--- src/include/core_config.svh ---
`ifndef CORE_CONFIG_SVH
`define CORE_CONFIG_SVH

// data path and instruction word width.
`define XLEN 32

// number of architectural registers, x0 included.
`define REG_NUM 32

`define RESET_PC 32'h0000_0000 // first fetch address after reset.

`endif

--- src/core_pkg.sv ---
`include "core_config.svh"

package core_pkg;

	typedef logic [`XLEN-1:0] word_t;
	typedef logic [$clog2(`REG_NUM)-1:0] reg_addr_t;

	typedef struct packed {
		logic [6:0] funct7;
		reg_addr_t  rs2; // also the shamt of the shift immediates.
		reg_addr_t  rs1;
		logic [2:0] funct3;
		reg_addr_t  rd;
		logic [6:0] opcode;
	} r_type_t;

	typedef struct packed {
		logic [11:0] imm12;
		reg_addr_t   rs1;
		logic [2:0]  funct3;
		reg_addr_t   rd;
		logic [6:0]  opcode;
	} i_type_t;

	// one fetched word, seen through either field layout.
	typedef union packed {
		r_type_t r;
		i_type_t i;
	} inst_t;

	typedef enum logic [2:0] {
		ALU_NOP,
		ALU_XOR,
		ALU_OR,
		ALU_AND,
		ALU_SLL,
		ALU_SRL,
		ALU_SRA
	} alu_op_e;

	typedef enum logic [1:0] {
		SEL_NOP,
		SEL_LOGIC,
		SEL_SHIFT
	} alu_sel_e;

	localparam logic [6:0] OP_OP          = 7'b0110011;
	localparam logic [6:0] OP_OP_IMM      = 7'b0010011;
	localparam logic [2:0] FUNCT3_XOR     = 3'b100;
	localparam logic [2:0] FUNCT3_OR      = 3'b110;
	localparam logic [2:0] FUNCT3_AND     = 3'b111;
	localparam logic [2:0] FUNCT3_SLL     = 3'b001;
	localparam logic [2:0] FUNCT3_SRL_SRA = 3'b101;
	localparam logic [6:0] FUNCT7_SRLI    = 7'b0000000;
	localparam logic [6:0] FUNCT7_SRAI    = 7'b0100000;

	typedef struct packed {
		alu_op_e   aluop;
		alu_sel_e  alusel;
		word_t     opv1;
		word_t     opv2;
		reg_addr_t reg_waddr;
		logic      we;
	} id_ex_t;

	typedef struct packed {
		logic      we;
		reg_addr_t waddr;
		word_t     wdata;
	} reg_wr_t;

endpackage

--- src/stage_if.sv ---
`timescale 1ns/1ns
`include "core_config.svh"

module stage_if (
	input  logic               i_clk,
	input  logic               i_rst,
	input  logic [`XLEN-1:0]   i_inst,
	output logic [`XLEN-1:0]   o_pc,
	output core_pkg::inst_t    o_id_inst
);

	import core_pkg::*;

	// the outside answers o_pc within the same cycle, so the word is
	// captured on the edge that also moves the pc on.
	always_ff @(posedge i_clk) begin
		if (i_rst) begin
			o_pc      <= `RESET_PC;
			o_id_inst <= '0; // an all zero word decodes as a bubble.
		end else begin
			o_pc      <= o_pc + `XLEN'd4;
			o_id_inst <= inst_t'(i_inst);
		end
	end

endmodule

--- src/stage_id.sv ---
`timescale 1ns/1ns

module stage_id (
	input  core_pkg::inst_t     i_inst,
	input  core_pkg::word_t     i_reg_data1,
	input  core_pkg::word_t     i_reg_data2,
	input  core_pkg::reg_wr_t   i_ex_fwd,
	input  core_pkg::reg_wr_t   i_mem_fwd,
	output logic                o_re1,
	output logic                o_re2,
	output core_pkg::reg_addr_t o_reg_addr1,
	output core_pkg::reg_addr_t o_reg_addr2,
	output core_pkg::id_ex_t    o_id_ex
);

	import core_pkg::*;

	alu_op_e  aluop;
	alu_sel_e alusel;
	word_t    imm;
	word_t    logic_imm;
	word_t    shift_imm;
	logic     we;

	assign logic_imm = word_t'(i_inst.i.imm12); // zero extended.
	assign shift_imm = word_t'(i_inst.r.rs2);

	// the youngest in-flight write wins, the register file covers the rest.
	function automatic word_t fwd_sel(input logic re, input reg_addr_t addr,
			input word_t rdata, input word_t imm_val,
			input reg_wr_t ex_fwd, input reg_wr_t mem_fwd);
		if (!re)
			return imm_val;
		else if (ex_fwd.we && (ex_fwd.waddr == addr))
			return ex_fwd.wdata;
		else if (mem_fwd.we && (mem_fwd.waddr == addr))
			return mem_fwd.wdata;
		else
			return rdata;
	endfunction

	always_comb begin
		aluop       = ALU_NOP;
		alusel      = SEL_NOP;
		imm         = '0;
		o_re1       = 1'b0;
		o_re2       = 1'b0;
		o_reg_addr1 = i_inst.r.rs1;
		o_reg_addr2 = i_inst.r.rs2;
		case (i_inst.r.opcode)
			OP_OP_IMM: begin
				case (i_inst.r.funct3)
					FUNCT3_XOR: begin
						{aluop, alusel, imm} = {ALU_XOR, SEL_LOGIC, logic_imm};
					end
					FUNCT3_OR: begin
						{aluop, alusel, imm} = {ALU_OR, SEL_LOGIC, logic_imm};
					end
					FUNCT3_AND: begin
						{aluop, alusel, imm} = {ALU_AND, SEL_LOGIC, logic_imm};
					end
					FUNCT3_SLL: begin
						if (i_inst.r.funct7 == '0)
							{aluop, alusel, imm} = {ALU_SLL, SEL_SHIFT, shift_imm};
					end
					FUNCT3_SRL_SRA: begin
						if (i_inst.r.funct7 == FUNCT7_SRLI)
							{aluop, alusel, imm} = {ALU_SRL, SEL_SHIFT, shift_imm};
						else if (i_inst.r.funct7 == FUNCT7_SRAI)
							{aluop, alusel, imm} = {ALU_SRA, SEL_SHIFT, shift_imm};
					end
					default: begin
					end
				endcase
				o_re1 = (alusel != SEL_NOP);
			end
			OP_OP: begin
				if (i_inst.r.funct7 == '0) begin // other funct7 values belong to other extensions.
					case (i_inst.r.funct3)
						FUNCT3_XOR: {aluop, alusel} = {ALU_XOR, SEL_LOGIC};
						FUNCT3_OR:  {aluop, alusel} = {ALU_OR, SEL_LOGIC};
						FUNCT3_AND: {aluop, alusel} = {ALU_AND, SEL_LOGIC};
						default: begin
						end
					endcase
				end
				o_re1 = (alusel != SEL_NOP);
				o_re2 = (alusel != SEL_NOP);
			end
			default: begin
			end
		endcase
		we = (alusel != SEL_NOP) && (i_inst.r.rd != '0);
		if (!we) begin // results aimed at x0 are dropped like a bubble.
			aluop  = ALU_NOP;
			alusel = SEL_NOP;
			o_re1  = 1'b0;
			o_re2  = 1'b0;
		end
	end

	assign o_id_ex = '{
		aluop:     aluop,
		alusel:    alusel,
		opv1:      fwd_sel(o_re1, o_reg_addr1, i_reg_data1, imm, i_ex_fwd, i_mem_fwd),
		opv2:      fwd_sel(o_re2, o_reg_addr2, i_reg_data2, imm, i_ex_fwd, i_mem_fwd),
		reg_waddr: i_inst.r.rd,
		we:        we
	};

endmodule

--- src/regfile.sv ---
`timescale 1ns/1ns
`include "core_config.svh"

module regfile (
	input  logic                i_clk,
	input  logic                i_rst,
	input  core_pkg::reg_wr_t   i_wr,
	input  logic                i_re1,
	input  logic                i_re2,
	input  core_pkg::reg_addr_t i_raddr1,
	input  core_pkg::reg_addr_t i_raddr2,
	output core_pkg::word_t     o_rdata1,
	output core_pkg::word_t     o_rdata2
);

	import core_pkg::*;

	word_t regs [`REG_NUM];

	always_ff @(posedge i_clk) begin
		if (i_rst) begin
			for (int i = 0; i < `REG_NUM; i++)
				regs[i] <= '0;
		end else if (i_wr.we && (i_wr.waddr != '0)) begin
			regs[i_wr.waddr] <= i_wr.wdata; // x0 is never written.
		end
	end

	// a write landing this cycle is visible to decode right away.
	function automatic word_t read_port(input logic re, input reg_addr_t addr,
			input word_t stored, input reg_wr_t wr);
		if (!re)
			return '0;
		else if (wr.we && (wr.waddr == addr) && (addr != '0))
			return wr.wdata;
		else
			return stored;
	endfunction

	assign o_rdata1 = read_port(i_re1, i_raddr1, regs[i_raddr1], i_wr);
	assign o_rdata2 = read_port(i_re2, i_raddr2, regs[i_raddr2], i_wr);

endmodule

--- src/stage_ex.sv ---
`timescale 1ns/1ns

module stage_ex (
	input  logic              i_clk,
	input  logic              i_rst,
	input  core_pkg::id_ex_t  i_id_ex,
	output core_pkg::reg_wr_t o_ex_res
);

	import core_pkg::*;

	id_ex_t     id_ex_q;
	word_t      result;
	logic [4:0] shamt;

	always_ff @(posedge i_clk) begin
		if (i_rst) begin
			id_ex_q.we     <= 1'b0;
			id_ex_q.aluop  <= ALU_NOP;
			id_ex_q.alusel <= SEL_NOP;
		end else begin
			id_ex_q <= i_id_ex;
		end
	end

	assign shamt = id_ex_q.opv2[4:0];

	always_comb begin
		result = '0;
		case (id_ex_q.alusel)
			SEL_LOGIC: begin
				case (id_ex_q.aluop)
					ALU_XOR: result = id_ex_q.opv1 ^ id_ex_q.opv2;
					ALU_OR:  result = id_ex_q.opv1 | id_ex_q.opv2;
					ALU_AND: result = id_ex_q.opv1 & id_ex_q.opv2;
					default: result = '0;
				endcase
			end
			SEL_SHIFT: begin
				case (id_ex_q.aluop)
					ALU_SLL: result = id_ex_q.opv1 << shamt;
					ALU_SRL: result = id_ex_q.opv1 >> shamt;
					ALU_SRA: result = word_t'($signed(id_ex_q.opv1) >>> shamt); // sign fill.
					default: result = '0;
				endcase
			end
			default: begin
			end
		endcase
	end

	// this is also the freshest forwarding source seen by decode.
	assign o_ex_res = '{we: id_ex_q.we, waddr: id_ex_q.reg_waddr, wdata: result};

endmodule

--- src/stage_mem_wb.sv ---
`timescale 1ns/1ns

module stage_mem_wb (
	input  logic              i_clk,
	input  logic              i_rst,
	input  core_pkg::reg_wr_t i_ex_res,
	output core_pkg::reg_wr_t o_mem_fwd,
	output core_pkg::reg_wr_t o_wb
);

	import core_pkg::*;

	reg_wr_t mem_q;
	reg_wr_t wb_q;

	// there is no data memory, so the result only ages by a cycle here.
	always_ff @(posedge i_clk) begin
		if (i_rst) begin
			mem_q.we <= 1'b0;
			wb_q.we  <= 1'b0;
		end else begin
			mem_q <= i_ex_res;
			wb_q  <= mem_q;
		end
	end

	assign o_mem_fwd = mem_q;
	assign o_wb      = wb_q; // feeds the register file and the core output.

endmodule

--- src/riscv_core.sv ---
`timescale 1ns/1ns
`include "core_config.svh"

module riscv_core (
	input  logic              i_clk,
	input  logic              i_rst,
	input  logic [`XLEN-1:0]  i_inst,
	output logic [`XLEN-1:0]  o_pc,
	output core_pkg::reg_wr_t o_wb
);

	import core_pkg::*;

	inst_t     id_inst;
	logic      re1;
	logic      re2;
	reg_addr_t reg_addr1;
	reg_addr_t reg_addr2;
	word_t     reg_data1;
	word_t     reg_data2;
	id_ex_t    id_ex;
	reg_wr_t   ex_res;
	reg_wr_t   mem_fwd;

	stage_if stage_if_inst (
		.i_clk     (i_clk),
		.i_rst     (i_rst),
		.i_inst    (i_inst),
		.o_pc      (o_pc),
		.o_id_inst (id_inst)
	);

	stage_id stage_id_inst (
		.i_inst      (id_inst),
		.i_reg_data1 (reg_data1),
		.i_reg_data2 (reg_data2),
		.i_ex_fwd    (ex_res),
		.i_mem_fwd   (mem_fwd),
		.o_re1       (re1),
		.o_re2       (re2),
		.o_reg_addr1 (reg_addr1),
		.o_reg_addr2 (reg_addr2),
		.o_id_ex     (id_ex)
	);

	regfile regfile_inst (
		.i_clk    (i_clk),
		.i_rst    (i_rst),
		.i_wr     (o_wb),
		.i_re1    (re1),
		.i_re2    (re2),
		.i_raddr1 (reg_addr1),
		.i_raddr2 (reg_addr2),
		.o_rdata1 (reg_data1),
		.o_rdata2 (reg_data2)
	);

	stage_ex stage_ex_inst (
		.i_clk    (i_clk),
		.i_rst    (i_rst),
		.i_id_ex  (id_ex),
		.o_ex_res (ex_res)
	);

	stage_mem_wb stage_mem_wb_inst (
		.i_clk     (i_clk),
		.i_rst     (i_rst),
		.i_ex_res  (ex_res),
		.o_mem_fwd (mem_fwd),
		.o_wb      (o_wb)
	);

endmodule

--- config.mk ---
export PLATFORM = sky130hd
export DESIGN_NAME = riscv_core
export DESIGN_NICKNAME = d
export VERILOG_FILES = /design/src/core_pkg.sv /design/src/stage_if.sv /design/src/stage_id.sv /design/src/regfile.sv /design/src/stage_ex.sv /design/src/stage_mem_wb.sv /design/src/riscv_core.sv
export VERILOG_INCLUDE_DIRS = /design/src /design/src/include
export SDC_FILE = /design/constraint.sdc
export NUM_CORES = 2
export LEC_CHECK = 0
export BUFFER_PORTS_ARGS = -buffer_cell sky130_fd_sc_hd__buf_4
export CAP_MARGIN = 5
export CORE_ASPECT_RATIO = 0.8
export CORE_UTILIZATION = 35
export CTS_CLUSTER_DIAMETER = 60
export CTS_CLUSTER_SIZE = 28
export DETAILED_ROUTE_END_ITERATION = 16
export PLACE_DENSITY = 0.53
export SLEW_MARGIN = 10
export SYNTH_ARGS = -nofsm -noshare
export SYNTH_HDL_FRONTEND = slang
export SYNTH_SLANG_ARGS = --single-unit
--- constraint.sdc ---
create_clock -name i_clk -period 18.6 [get_ports i_clk]
set_input_delay 0.93 -clock i_clk [delete_from_list [all_inputs] [get_ports i_clk]]
set_output_delay 0.93 -clock i_clk [all_outputs]
set_load 0.02 [all_outputs]
==> results.yml <==
global_routing:
  grt_max_degree: 107
  grt_use_met2_pct: 41.6
  antenna_found_initial: 31
  grtUsageTotal_pct: 28.4
  grt_pass1_wl_mm: 394
  grtUsageMet1_pct: 40.5
  grtUsageMet3_pct: 8.14
  busiest_layer: "met2"
  first_global_vias: 47077
  grt-ovfl-total: 0
run_status:
  status: "finished, final reports clean"
worst_setup_path:
  crit_family: "buffers and inverters"
  cp-end-kind: "register"
  path_cells: "buf_4, buf_4, buf_4, buf_4, mux4_2, nand2_1, a21oi_1, nor3_1, buf_4, or3_1, nand3_1"
  arrival_ps: 6920
  r2r_start: "stage_if_inst.o_id_inst[20]"
  crit_cells: 11
  slowest_delay_ps: 890
  crit_top_cell: "buf_4"
  crit_path_max_fanout: 48
  critPathLaunch: "stage_if_inst.o_id_inst[20]"
  critPathSlowestCell: "buf_4"
  critPathBufInv: 5
  r2r_slack_ps: 12170
  crit_path_start_kind: "register"
  rr_worst_depth: 11
  rr_endpoint: "stage_ex_inst.id_ex_q[10]"
  cp-endpoint: "stage_ex_inst.id_ex_q[10]"
  critical_path_required_ps: 19090
  path_class: "register to register"
synth:
  ys.flop_type: "edfxtp_1"
  ys_ff_latch: 1237
  synth_simple_gate_area_share_pct: 13.9
  yosys_warnings: 0
  yosys.area_share.xor_xnor_pct: 0.717
  synth_edf_count: 1167
  syn_avg_cell_area_um2: 13.5
  synth_top_family_by_area: "multiplexers"
  synthAdderAreaFrac_pct: 1.24
  synth_compound_area_share_pct: 6.15
  syn_area_um2: 69700
  synth_mux_area_share_pct: 22.0
  syn_inst: 5165
  yosysSeqAreaShare_pct: 52.3
  async_flop_share_pct: 0
  ys_types: 89
timing:
  clock-skew-final_ps: 68.8
  tightest_slew_ps: 1450
  rsz0062_at_grt: "false"
  fmax_mhz: 156
  fin_crit_ps: 6430
  slew_headroom_pct: 2.59
  setup_tns_ps: 0
  period_share_pct: 34.6
  finalHoldViolations: 0
  setup-violations-final: 0
  slew_viol_final: 0
die:
  start_util_pct: 35.2
  die_area_um2: 201000
  die_x_um: 501
  coreArea_um2: 198000
  num_io_pins: 104
  rows: 146
  die_h_um: 401
placement:
  port_buffers: 101
  globalplace.congestion: 1.02
  dp_hpwl_mm: 175
  place_inst: 7646
  post_dp_cell_area_um2: 73800
min_path:
  min_path_cells: 2
  min_path_type: "input pin to register"
drt:
  drt-pass1-iter-count: 7
  wl_mm: 289
  via_per_inst: 6.23
  wire_per_inst_um: 36.8
  drc_errors: 0
  drt-initial-drc-count: 8145
  ant_nets: 0
  vias: 48973
clocking:
  cts_root_buf: "clkbuf_16"
  cts_tree: "built"
  hold_buffers: 0
  htree_levels: 3
  cts_sinks: 1237
  clk_latency_ps: 800
  post_cts_buffers: 0
  cts_resized: 0
  cts_made_buffers: 105
  clock_path_buffers: 3
  clk_pin_slew_ps: 90
pwr:
  p_sw_share_pct: 28.7
  fin_total_pwr_uw: 6470
  ir_drop_mv: 0.0749
  pwr-share-seq_pct: 49.7
  clkPwrFrac_pct: 38.6
  p_sw_uw: 1860
  internal_power_uw: 4610
  leakage_uw: 0.0269
  power.density_nw_per_um2: 83.3
  pwr-share-comb_pct: 11.7
cells_and_area:
  final_nets: 5192
  area_growth_pct: 11.5
  final_cell_count_no_fill: 7855
  nFillCells: 18413
  multi_input_area_um2: 31400
  ff_latch_area_um2: 36500
  fin_area_um2: 77600
  drive_above_1_share_pct: 23.2
run:
  maxCapViolations: 0
==> logic make-up (layout without fill, tap and decap cells) <==
logic type	count (synthesis)	count (layout)
AND/OR/NAND/NOR	1740	1740
multiplexers	845	845
other	1	46
flip-flops	1237	1237
AO/OA/AOI/OAI	614	614
XOR/XNOR	57	57
buffers and inverters	602	583
adder cells (fa/ha/maj)	69	69
==> Yosys cell counts (all sizes together), types with 70 or more instances <==
master / count / area, µm²
a21oi: 108 / 541
and2: 1001 / 6260
buf: 168 / 942
clkbuf: 349 / 1310
dfxtp: 70 / 1400
edfxtp: 1167 / 35000
inv: 85 / 319
mux2i: 250 / 2500
mux4: 542 / 12200
nand2: 226 / 851
nor2: 230 / 868
o21ai: 102 / 510
==> flip-flops by register name (all words and copies together) (netlist names) <==
signal / cells
stage_ex_inst.id_ex_q: 69
regfile_inst.regs: 1024
stage_if_inst.o_id_inst: 32
stage_ex_inst.o_ex_res: 6
stage_if_inst.o_pc: 30
stage_mem_wb_inst.o_wb: 38
stage_mem_wb_inst.o_mem_fwd: 38
==> power by group through the flow <==
stage                     clock network [µW]  registers (µW)  logic, µW
after floorplan                            0            3240        436
after global placement                     0            3270        733
after detailed placement                   0            3270        735
after CTS                               2520            3210        736
after global routing                    2610            3220        777
final                                   2500            3210        758
==> layout by cell type, fill, tap and decap left out, types with 18 or more instances in the layout <==
cell	Yosys	final
mux2_2	53	53
a221oi_1	33	33
a32oi_1	27	27
inv_1	81	80
mux4_2	542	542
clkbuf_16	0	107
a31oi_1	18	18
ha_1	69	69
o221ai_1	41	41
a21oi_1	108	107
a22oi_1	32	32
dfxtp_1	70	59
nand2_1	225	225
conb_1	1	34
nor2_4	0	29
edfxtp_1	1167	1167
nand4_1	20	20
o21ai_4	0	28
o211ai_1	27	27
o21ai_0	88	60
inv_8	0	18
xor2_1	36	36
a211oi_1	46	44
nor2b_1	53	50
nor3_1	43	43
o22ai_1	69	69
nor2_1	228	196
nand3_1	66	65
xnor2_1	21	21
buf_4	43	298
and2_1	998	998
mux2i_1	250	250
==> per-layer routing <==
metal | routed length, µm | part of all wire (%)
met4 | 10000 | 3.5
met3 | 36900 | 13
met1 | 117000 | 41
met2 | 124000 | 43
met5 | 7 | 0.0024
==> worst min-delay path by stage <==
stage	startpoint	end	slack, ps
2_1_floorplan	stage_if_inst.o_id_inst[11]	stage_ex_inst.o_ex_res[36]	400
4_1_cts	i_inst[8]	stage_if_inst.o_id_inst[8]	280
3_3_place_gp	stage_if_inst.o_id_inst[10]	stage_ex_inst.o_ex_res[35]	410
6_report	i_inst[18]	stage_if_inst.o_id_inst[18]	330
3_5_place_dp	stage_if_inst.o_id_inst[11]	stage_ex_inst.o_ex_res[36]	410
5_1_grt	i_inst[2]	stage_if_inst.o_id_inst[2]	300
==> cell type report <==
cell class                 count  share of cell area, %
antenna                       12                 0.0387
clock buffer                 110                   3.46
clock inverter                87                   1.45
inverter                      85                  0.427
multi-input combinational   3359                   40.4
sequential                  1237                   47.0
tap                         2664                   4.29
timing repair buffer         301                   2.96
==> stage by stage <==
step / utilization [%] / setup WS [ps] / hold WS [ps]
after floorplan: - / 8330 / 400
after global routing: 39.2 / 11960 / 297
final: 39.2 / 12170 / 331
after CTS: 39.2 / 12270 / 281
after global placement: 37.3 / 12350 / 414
after detailed placement: 37.3 / 12320 / 415
No activity file was read; power rests on OpenSTA's default activity.
